`config.mk`:
```
export PLATFORM = sky130hd
export DESIGN_NAME = sprite_renderer
export DESIGN_NICKNAME = d
export VERILOG_FILES = /design/src/sprite_pkg.sv /design/src/sprite_renderer.sv
export SDC_FILE = /design/constraint.sdc
export NUM_CORES = 1
export LEC_CHECK = 0
export BUFFER_PORTS_ARGS = -buffer_cell sky130_fd_sc_hd__buf_2
export CAP_MARGIN = 20
export CORE_ASPECT_RATIO = 1.25
export CORE_MARGIN = 4
export CORE_UTILIZATION = 30
export CTS_CLUSTER_DIAMETER = 100
export DETAILED_ROUTE_END_ITERATION = 8
export PLACE_DENSITY = 0.59
export SLEW_MARGIN = 20
export SYNTH_ARGS = -nofsm -noshare
export SYNTH_HDL_FRONTEND = slang
export SYNTH_SLANG_ARGS = --single-unit
export TNS_END_PERCENT = 100
```
`constraint.sdc`:
```
create_clock -name CLK -period 4.68 [get_ports CLK]
set_input_delay 0.702 -clock CLK [delete_from_list [all_inputs] [get_ports CLK]]
set_output_delay 0.702 -clock CLK [all_outputs]
set_load 0.02 [all_outputs]
```
`src/sprite_pkg.sv`:
```
/*
 * Sprite engine shared definitions
 *
 * Display geometry, host address map, attribute RAM word layouts
 * and the pixel records passed between renderer and line buffers
 */

package sprite_pkg;

	// Display geometry
	localparam int SCREEN_W = 800;
	localparam int X_BITS = 10;

	// Sprite table
	localparam int SPRITE_COUNT = 256;
	localparam int SPRITE_IDX_BITS = 8;
	localparam int WIDTH_BITS = 6;

	// Host port, top bits of ADDRESS pick the attribute RAM
	localparam int WORD_BITS = 16;
	localparam int ATTR_SEL_BITS = 2;
	localparam int HOST_ADDR_BITS = SPRITE_IDX_BITS + ATTR_SEL_BITS;
	localparam logic [ATTR_SEL_BITS-1:0] SEL_XRAM = 2'd0;
	localparam logic [ATTR_SEL_BITS-1:0] SEL_YRAM = 2'd1;
	localparam logic [ATTR_SEL_BITS-1:0] SEL_HRAM = 2'd2;
	localparam logic [ATTR_SEL_BITS-1:0] SEL_ARAM = 2'd3;

	// Sprite sheet addressing, in 4-bit pixels
	localparam int NIBBLE_BITS = 4;
	localparam int STRIDE_NARROW = 128;
	localparam int STRIDE_WIDE = 256;
	localparam int NIBBLE_ADDR_BITS = 18;
	localparam int MEM_ADDR_BITS = NIBBLE_ADDR_BITS - 2;

	// X RAM word, LSB is x_pos bit 0
	typedef struct packed {
		logic                   stride_wide;
		logic [3:0]             pal_high;
		logic                   enable;
		logic [X_BITS-1:0]      x_pos;
	} sprite_x_t;

	// Y RAM word
	typedef struct packed {
		logic [WIDTH_BITS-1:0]  width;
		logic [X_BITS-1:0]      y_start;
	} sprite_y_t;

	typedef struct packed {
		sprite_x_t              x;
		sprite_y_t              y;
		logic [X_BITS-1:0]      y_end;
		logic [WORD_BITS-1:0]   sheet_addr;
	} sprite_attr_t;

	// Colour index, palette nibble on top
	typedef struct packed {
		logic [3:0]             pal_high;
		logic [NIBBLE_BITS-1:0] nibble;
	} pixel_t;

	typedef struct packed {
		logic                   wr;
		logic [X_BITS-1:0]      x;
		pixel_t                 px;
	} pixel_wr_t;

endpackage
```
`src/sprite_renderer.sv`:
```
/*
 * Scanline sprite renderer
 *
 * Restarts at sprite 0 on every H_tick, tests each sprite against the
 * current display line, fetches 16-bit sheet words over the memory
 * channel and emits one pixel write per blit cycle, low nibble first
 */

module sprite_renderer (
	input  logic                                   CLK,
	input  logic                                   RSTb,
	input  logic                                   H_tick,
	input  logic [sprite_pkg::X_BITS-1:0]          display_y,
	input  sprite_pkg::sprite_attr_t               attr,
	output logic [sprite_pkg::SPRITE_IDX_BITS-1:0] sprite_idx,
	output logic [sprite_pkg::MEM_ADDR_BITS-1:0]   memory_address,
	output logic                                   rvalid,
	input  logic                                   rready,
	input  logic [sprite_pkg::WORD_BITS-1:0]       memory_data,
	output sprite_pkg::pixel_wr_t                  pix_wr,
	output logic                                   render_busy
);

	import sprite_pkg::*;

	typedef enum logic [3:0] {
		S_IDLE, S_BEGIN, S_LOAD, S_ADDR, S_REQ, S_WAIT,
		S_BLIT0, S_BLIT1, S_BLIT2, S_BLIT3, S_FINISH
	} state_t;

	state_t state;

	// Per-sprite working registers
	logic [X_BITS-1:0]           cur_x;
	logic [X_BITS-1:0]           v_row;
	logic [3:0]                  pal;
	logic [WIDTH_BITS-1:0]       u;
	logic [NIBBLE_ADDR_BITS-1:0] nib_addr;
	logic [WORD_BITS-1:0]        word;

	logic                        accept;
	logic                        last_sprite;
	logic                        last_pixel;
	logic [NIBBLE_ADDR_BITS-1:0] stride;
	logic [NIBBLE_ADDR_BITS-1:0] fetch_addr;
	logic                        in_blit;
	logic [1:0]                  nib_sel;
	logic [NIBBLE_BITS-1:0]      nibble;

	assign accept = attr.x.enable && (display_y >= attr.y.y_start) &&
		(display_y <= attr.y_end);
	assign last_sprite = (sprite_idx == SPRITE_IDX_BITS'(SPRITE_COUNT - 1));
	assign last_pixel = (u == attr.y.width);

	// Sheet base plus row offset plus pixels already drawn
	assign stride = attr.x.stride_wide ? NIBBLE_ADDR_BITS'(STRIDE_WIDE) :
		NIBBLE_ADDR_BITS'(STRIDE_NARROW);
	assign fetch_addr = {attr.sheet_addr, 2'b00} + NIBBLE_ADDR_BITS'(v_row) * stride +
		NIBBLE_ADDR_BITS'(u);

	always_ff @(posedge CLK) begin
		if (!RSTb) begin
			state <= S_IDLE;
			sprite_idx <= '0;
		end else if (H_tick) begin
			// New line, drop whatever is in flight
			state <= S_BEGIN;
			sprite_idx <= '0;
		end else begin
			case (state)
				S_BEGIN: state <= S_LOAD;
				S_LOAD, S_FINISH: begin
					if (state == S_LOAD && accept) begin
						state <= S_ADDR;
					end else begin
						sprite_idx <= sprite_idx + 1'b1;
						state <= last_sprite ? S_IDLE : S_BEGIN;
					end
				end
				S_ADDR: state <= S_REQ;
				S_REQ: state <= S_WAIT;
				S_WAIT: begin
					if (rready) begin
						state <= S_BLIT0;
					end
				end
				S_BLIT0: state <= last_pixel ? S_FINISH : S_BLIT1;
				S_BLIT1: state <= last_pixel ? S_FINISH : S_BLIT2;
				S_BLIT2: state <= last_pixel ? S_FINISH : S_BLIT3;
				S_BLIT3: state <= last_pixel ? S_FINISH : S_ADDR;
				default: ;
			endcase
		end
	end

	always_ff @(posedge CLK) begin
		case (state)
			S_LOAD: begin
				cur_x <= attr.x.x_pos;
				u <= '0;
				pal <= attr.x.pal_high;
				v_row <= display_y - attr.y.y_start;
			end
			S_ADDR: nib_addr <= fetch_addr;
			S_WAIT: begin
				if (rready) begin
					word <= memory_data;
				end
			end
			S_BLIT0, S_BLIT1, S_BLIT2, S_BLIT3: begin
				cur_x <= cur_x + 1'b1;
				u <= u + 1'b1;
			end
			default: ;
		endcase
	end

	// Which nibble of the fetched word this blit cycle draws
	always_comb begin
		in_blit = 1'b1;
		case (state)
			S_BLIT0: nib_sel = 2'd0;
			S_BLIT1: nib_sel = 2'd1;
			S_BLIT2: nib_sel = 2'd2;
			S_BLIT3: nib_sel = 2'd3;
			default: begin
				in_blit = 1'b0;
				nib_sel = 2'd0;
			end
		endcase
	end

	assign nibble = word[NIBBLE_BITS*nib_sel +: NIBBLE_BITS];

	// Zero pixels are transparent
	always_comb begin
		pix_wr.wr = in_blit && (nibble != '0) && !H_tick;
		pix_wr.x = cur_x;
		pix_wr.px.pal_high = pal;
		pix_wr.px.nibble = nibble;
	end

	assign memory_address = nib_addr[NIBBLE_ADDR_BITS-1:2];
	assign rvalid = (state == S_REQ) || (state == S_WAIT);
	assign render_busy = (state != S_IDLE);

	a_rvalid_held: assert property (@(posedge CLK) disable iff (!RSTb)
		(rvalid && !rready && render_busy && !H_tick) |=> rvalid)
		else $error("rvalid dropped before rready");

	a_addr_stable: assert property (@(posedge CLK) disable iff (!RSTb)
		(rvalid && !rready && !H_tick) |=> $stable(memory_address))
		else $error("memory_address changed while waiting for rready");

endmodule

```
==> results of run 1 <==
==> through the flow <==
step / power [µW] / setup WS, ns / hold slack (ns)
2_1_floorplan: 1090 / 0.518 / 0.559
3_3_place_gp: 1200 / 0.519 / 0.479
3_5_place_dp: 1210 / 0.478 / 0.491
4_1_cts: 1950 / 0.787 / 0.500
5_1_grt: 2050 / 0.649 / 0.507
6_report: 1920 / 0.795 / 0.499
==> cell type report <==
class	instances	area share, %
antenna	1	0.0394
tap	220	4.33
clock inverter	7	1.36
sequential	74	33.1
multi-input combinational	368	45.2
inverter	29	1.71
timing repair buffer	135	10.8
clock buffer	9	3.55
==> cell families (layout without fill, tap and decap cells) <==
group,after synthesis,in the layout,synth area share (%)
other,1,9,0.0737
multiplexers,16,16,3.42
AND/OR/NAND/NOR,132,132,12.6
AO/OA/AOI/OAI,96,96,12.6
adder cells (fa/ha/maj),79,79,20.6
XOR/XNOR,37,37,6.37
flip-flops,74,74,41.3
buffers and inverters,41,180,3.05
==> power by group through the flow <==
stage	registers [µW]	clock network (µW)	logic [µW]
5_1_grt	758	785	503
4_1_cts	757	750	442
6_report	757	720	438
2_1_floorplan	773	0	313
3_3_place_gp	770	0	428
3_5_place_dp	771	0	434
==> per-layer routing <==
layer  GRT usage (%)  up-vias  wire length (µm)
met5               0        -                34
met4            5.22        6               237
met3            4.52       20               803
met2            22.4       94              6150
met1            14.4     1872              4860
li1                -     2028                 -
==> critical path, cell delays in order <==
cell and delay [ns]:
buf_2 0.22, mux2_2 0.37, ha_1 0.30, ha_1 0.33, fa_1 0.48, ha_1 0.32, ha_1 0.37, and3_1 0.20
a21oi_1 0.15, o211a_1 0.20, o21bai_1 0.08, a21oi_1 0.17, xnor2_1 0.08
==> cell usage after synthesis (all sizes together) (6+ instances only) <==
master  number  area (µm²)
a211oi       8        60.1
a21boi       6        45.0
a21oi       21         109
and3         8        50.1
clkbuf      10        37.5
dfxtp       12         240
edfxtp      62        1860
fa           8         160
ha          71         888
inv         29         109
mux2        11         124
nand2       31         116
nand2b       7        43.8
nand3       14        70.1
nor2        35         131
nor2b        6        37.5
nor3         6        30.0
o21ai       26         130
o22ai        8        50.1
o31ai        6        50.1
xnor2       19         166
xor2        18         158
==> state kept, by name (all words and copies together), names as in the netlist <==
name	cells
cur_x	10
u	6
pal	4
sprite_idx	8
v_row	10
word	16
nib_addr	16
state	4
==> how the worst max path moves through the flow <==
stage / start / slack, ns / to
floorplan: attr[57] / 0.52 / nib_addr[17]
global placement: attr[57] / 0.52 / nib_addr[17]
detailed placement: attr[57] / 0.48 / nib_addr[17]
CTS: attr[57] / 0.79 / nib_addr[17]
global route: attr[57] / 0.65 / nib_addr[17]
finish: attr[57] / 0.79 / nib_addr[17]
==> flow_summary.yaml, run 1 <==
detailed_routing:
  vias_per_cell: 4.77
  finalWirelength_mm: 12.1
  ant_nets: 0
  dr.pass1.iters: 4
  vias: 4020
  wl_per_cell_um: 14.3
  first_iter_violations: 191
  drc: 0
power:
  netSwitchingPower_uw: 537
  peakVddDrop_mv: 0.130
  switching_share_pct: 28.0
  p_int_uw: 1380
  comb_power_share_pct: 22.9
  p_per_area_mw_per_mm2: 302
  p_clk_share_pct: 37.6
  p_seq_share_pct: 39.5
  p_leak_uw: 0.00282
global_routing:
  antenna_found_initial: 4
  grt.total_usage_pct: 12.9
  grt_pass1_wl_mm: 20.0
  grt_overflow: 0
  grt_pass1_vias: 4199
  grt_start_max_net_pins: 25
clocking:
  cts_tree: "built"
  cts.clk_slew.worst_paths_ns: 0.06
  post_cts_resized: 0
  clock_sinks: 74
  cts_max_path_buffers: 2
  clk_latency_ns: 0.34
  root_buffer: "clkbuf_16"
  cts_hold_buf: 0
  cts_max_level: 3
  post_cts_buffers: 0
  cts_made_buffers: 9
critical_path:
  end_kind: "register"
  crit_type: "primary input to register"
  rr_startpoint: "v_row[4]"
  cp_data_required_time_ns: 4.77
  crit_path_start_kind: "primary input"
  r2r_slack_ns: 1.09
  cp_max_fo: 11
  worstPathArrival_ns: 3.97
  ff2ff_path_depth: 12
  r2r-end: "nib_addr[17]"
cells_and_area:
  multi_input_area_mm2: 0.00287
  finalCoreUtilization_pct: 38.0
  stdcell_count: 843
  area.sequential_mm2: 0.00210
  syn2layout_area_growth_pct: 24.8
  most-common-layout-cells: "132 x buf_2, 71 x ha_1, 62 x edfxtp_1"
  post-route-cell-area_mm2: 0.00635
  drive_gt1_share_pct: 27.3
  fin_nets: 784
  final_common_cell: "buf_2"
  fillCellCount: 1706
floorplanning:
  die_area_mm2: 0.0191
  core_mm2: 0.0167
  fp.dieH_um: 154
  start_util_pct: 30.5
  ioPinCount: 133
  fp.dieW_um: 125
  rows: 53
place:
  dp_cells: 826
  port_buffers: 132
  dpl-instance-area_mm2: 0.00604
  gp_congestion: 0.888
  hpwlAfterDp_mm: 9.89
run_status:
  status: "complete, no violations"
logic_synthesis:
  ys_seq_elements: 74
  synth_edf_count: 62
  synth_ff_type: "edfxtp_1"
  synthDistinctLibCells: 50
  avgSynthCellArea_um2: 10.7
  synth-async-reset-ratio_pct: 0
  ys_seq_area_share_pct: 41.3
  synth_area_mm2: 0.00509
  postSynthCellCount: 476
  yosysWarnings: 0
sta:
  slew_headroom_pct: 40.4
  rsz0062_at_grt: "false"
  slew_violations: 0
  finalCritPeriodShare_pct: 83.0
  tightest_slew_ns: 0.888
  tns_ns: 0
  max_clock_freq_ghz: 0.257
  setup_violations: 0
  final_hold_viol_count: 0
  skew_ns: 0.00680
  min_period_ns: 3.89
min_path:
  min_from: "sprite_idx[7]"
  hold_depth: 2
  min_to: "sprite_idx[7]"
  hp-class: "register to register"
flow_run:
  max-cap-violations: 0
Power figures use the tool's default switching activity.
==> run 2: changes to the inputs <==
--- a/config.mk
+++ b/config.mk
@@ -12,7 +12,7 @@
 export CORE_UTILIZATION = 30
 export CTS_CLUSTER_DIAMETER = 100
 export DETAILED_ROUTE_END_ITERATION = 8
-export PLACE_DENSITY = 0.59
+export PLACE_DENSITY = 0.61
 export SLEW_MARGIN = 20
 export SYNTH_ARGS = -nofsm -noshare
 export SYNTH_HDL_FRONTEND = slang
==> constraint.sdc (replaced) <==
create_clock -name CLK -period 3.15 [get_ports CLK]
set_input_delay 0.4725 -clock CLK [delete_from_list [all_inputs] [get_ports CLK]]
set_output_delay 0.4725 -clock CLK [all_outputs]
set_load 0.02 [all_outputs]
==> run 2 against run 1 <==
  * The run now ends with setup timing left
  * Sequential cell count unchanged
  * Sequential power grew 48%
  * Critical path depth fell by 3
  * Die area unchanged
  * Worst hold slack got worse by 0.20 ns
  * Combinational power rose by 120%
  * Clock-buffer cell count is 3 higher
  * Cell count is 5.1% higher
  * Clock power grew 42%
  * Global-route usage is 0.81 points higher
==> flow_summary.yaml, run 2 (synthesized netlist as in run 1, its figures left out) <==
run_status:
  status: "complete, but fails checks"
  violations: "setup timing"
cells_and_area:
  syn2layout_area_growth_pct: 37.1
  post-route-cell-area_mm2: 0.00698
  top_regs: "nib_addr x16, word x16"
  drive_gt1_share_pct: 36.5
  n_antenna_cell: 0
  most-common-layout-cells: "131 x buf_2, 62 x edfxtp_1, 51 x ha_1"
  fin_nets: 828
  area.sequential_mm2: 0.00210
  multi_input_area_mm2: 0.00319
  fillCellCount: 1644
  final_common_cell: "buf_2"
sta:
  finalCritPeriodShare_pct: 101
  max_clock_freq_ghz: 0.314
  skew_ns: 0.00665
  final_hold_viol_count: 0
  setup_violations: 1
  rsz0062_at_grt: "true"
  min_period_ns: 3.19
  tns_ns: -0.0391
  slew_violations: 0
  layout_setup_ws_ns: -0.0391
  slew_headroom_pct: 45.6
  holdWs_ns: 0.302
  tightest_slew_ns: 0.816
clocking:
  clk_latency_ns: 0.34
  cts_made_buffers: 9
  cts_max_level: 3
  cts_max_path_buffers: 2
  cts_tree: "built"
  root_buffer: "clkbuf_16"
  clock_sinks: 74
  cts.clk_slew.worst_paths_ns: 0.06
global_routing:
  grt_pass1_vias: 4540
  grt_overflow: 0
  grt.total_usage_pct: 13.7
  antenna_found_initial: 2
  grt_pass1_wl_mm: 21.2
  grt_start_max_net_pins: 23
critical_path:
  cpMostUsedCell: "ha_4"
  cpLargestDelayFamily: "adder cells"
  slowest_delay_ns: 0.52
  worstPathArrival_ns: 3.29
  end_kind: "register"
  crit_type: "register to register"
  cp_slowest_cell: "fa_1"
  cp_max_fo: 4
  cp_data_required_time_ns: 3.25
  crit_path_start_kind: "register"
  path_cells: "mux2_4, ha_4, ha_4, fa_1, ha_4, ha_4, o41a_1, a211o_1, a21oi_2, xnor2_1"
  crit_buf_inv: 0
floorplanning:
  die_area_mm2: 0.0191
  fp.dieW_um: 125
  ioPinCount: 133
  fp.dieH_um: 154
  start_util_pct: 30.5
  rows: 53
  core_mm2: 0.0167
min_path:
  hp-class: "primary input to register"
power:
  p_per_area_mw_per_mm2: 448
  p_seq_share_pct: 35.8
  p_leak_uw: 0.00305
  comb_power_share_pct: 31.4
  p_int_uw: 2250
  p_clk_share_pct: 32.8
  peakVddDrop_mv: 0.196
  netSwitchingPower_uw: 874
  switching_share_pct: 28.0
detailed_routing:
  vias: 4215
  wl_per_cell_um: 14.7
  drc: 0
  dr.pass1.iters: 6
  vias_per_cell: 4.76
  finalWirelength_mm: 13.0
  ant_nets: 0
  first_iter_violations: 155
place:
  gp_congestion: 0.836
  hpwlAfterDp_mm: 10.7
  dpl-instance-area_mm2: 0.00664
  port_buffers: 132
flow_run:
  max-cap-violations: 0
[run 2: layer usage]
metal	share of wire, %	global-route usage (%)
met3	4.9	3.96
met5	0.26	0
met1	40	14.9
met2	53	25.3
met4	1.9	4.91
[run 2: layout make-up]
type                       instances  area share [%]
inverter                          29            1.56
sequential                        74            30.1
tap                              220            3.94
timing repair buffer             179            14.6
clock inverter                     4           0.341
multi-input combinational        368            45.7
clock buffer                      12            3.84
[run 2: path summary, 6_finish.rpt]
kind / slack [ns] / cells past startpoint / end / startpoint
setup / recovery: -0.04 / 10 / nib_addr[16] / v_row[4]
hold / removal: 0.30 / 1 / pal[0] / attr[53]
setup reg to reg: -0.04 / 10 / nib_addr[16] / v_row[4]
hold reg to reg: 0.51 / 2 / sprite_idx[5] / sprite_idx[5]
[run 2: through the flow]
step                util, %  setup WS [ns]  power, µW  std cells
floorplan                 -         -0.220       1750        483
global placement       39.7         -0.424       2070        867
detailed placement     39.7         -0.457       2090        867
CTS                    41.6        -0.0627       3140        884
global route           41.8         -0.135       3310        886
finish                 41.8        -0.0391       3130        886
[run 2: power groups by stage]
stage | sequential, µW | combinational, µW | clock [µW]
floorplan | 1150 | 601 | 0
global placement | 1140 | 929 | 0
detailed placement | 1140 | 946 | 0
CTS | 1120 | 966 | 1060
global route | 1120 | 1100 | 1100
finish | 1120 | 982 | 1020
[run 2: what timing repair did]
item	in CTS	in global routing
setup endpoints to repair	3	5
gates resized for setup	3	3
hold buffers	0	0
hold endpoints to repair	0	0
setup buffers	1	2
pin swaps	8	10
[run 2: worst reg2reg max path, delay by kind of cell, from the launching register on]
family / cells / cell delay (ns)
AOI/OAI and AO/OA: 3 / 0.84
xor gates and xnor gates: 1 / 0.08
adders and majority gates: 5 / 1.32
DFF: 1 / 0.40
muxes: 1 / 0.30
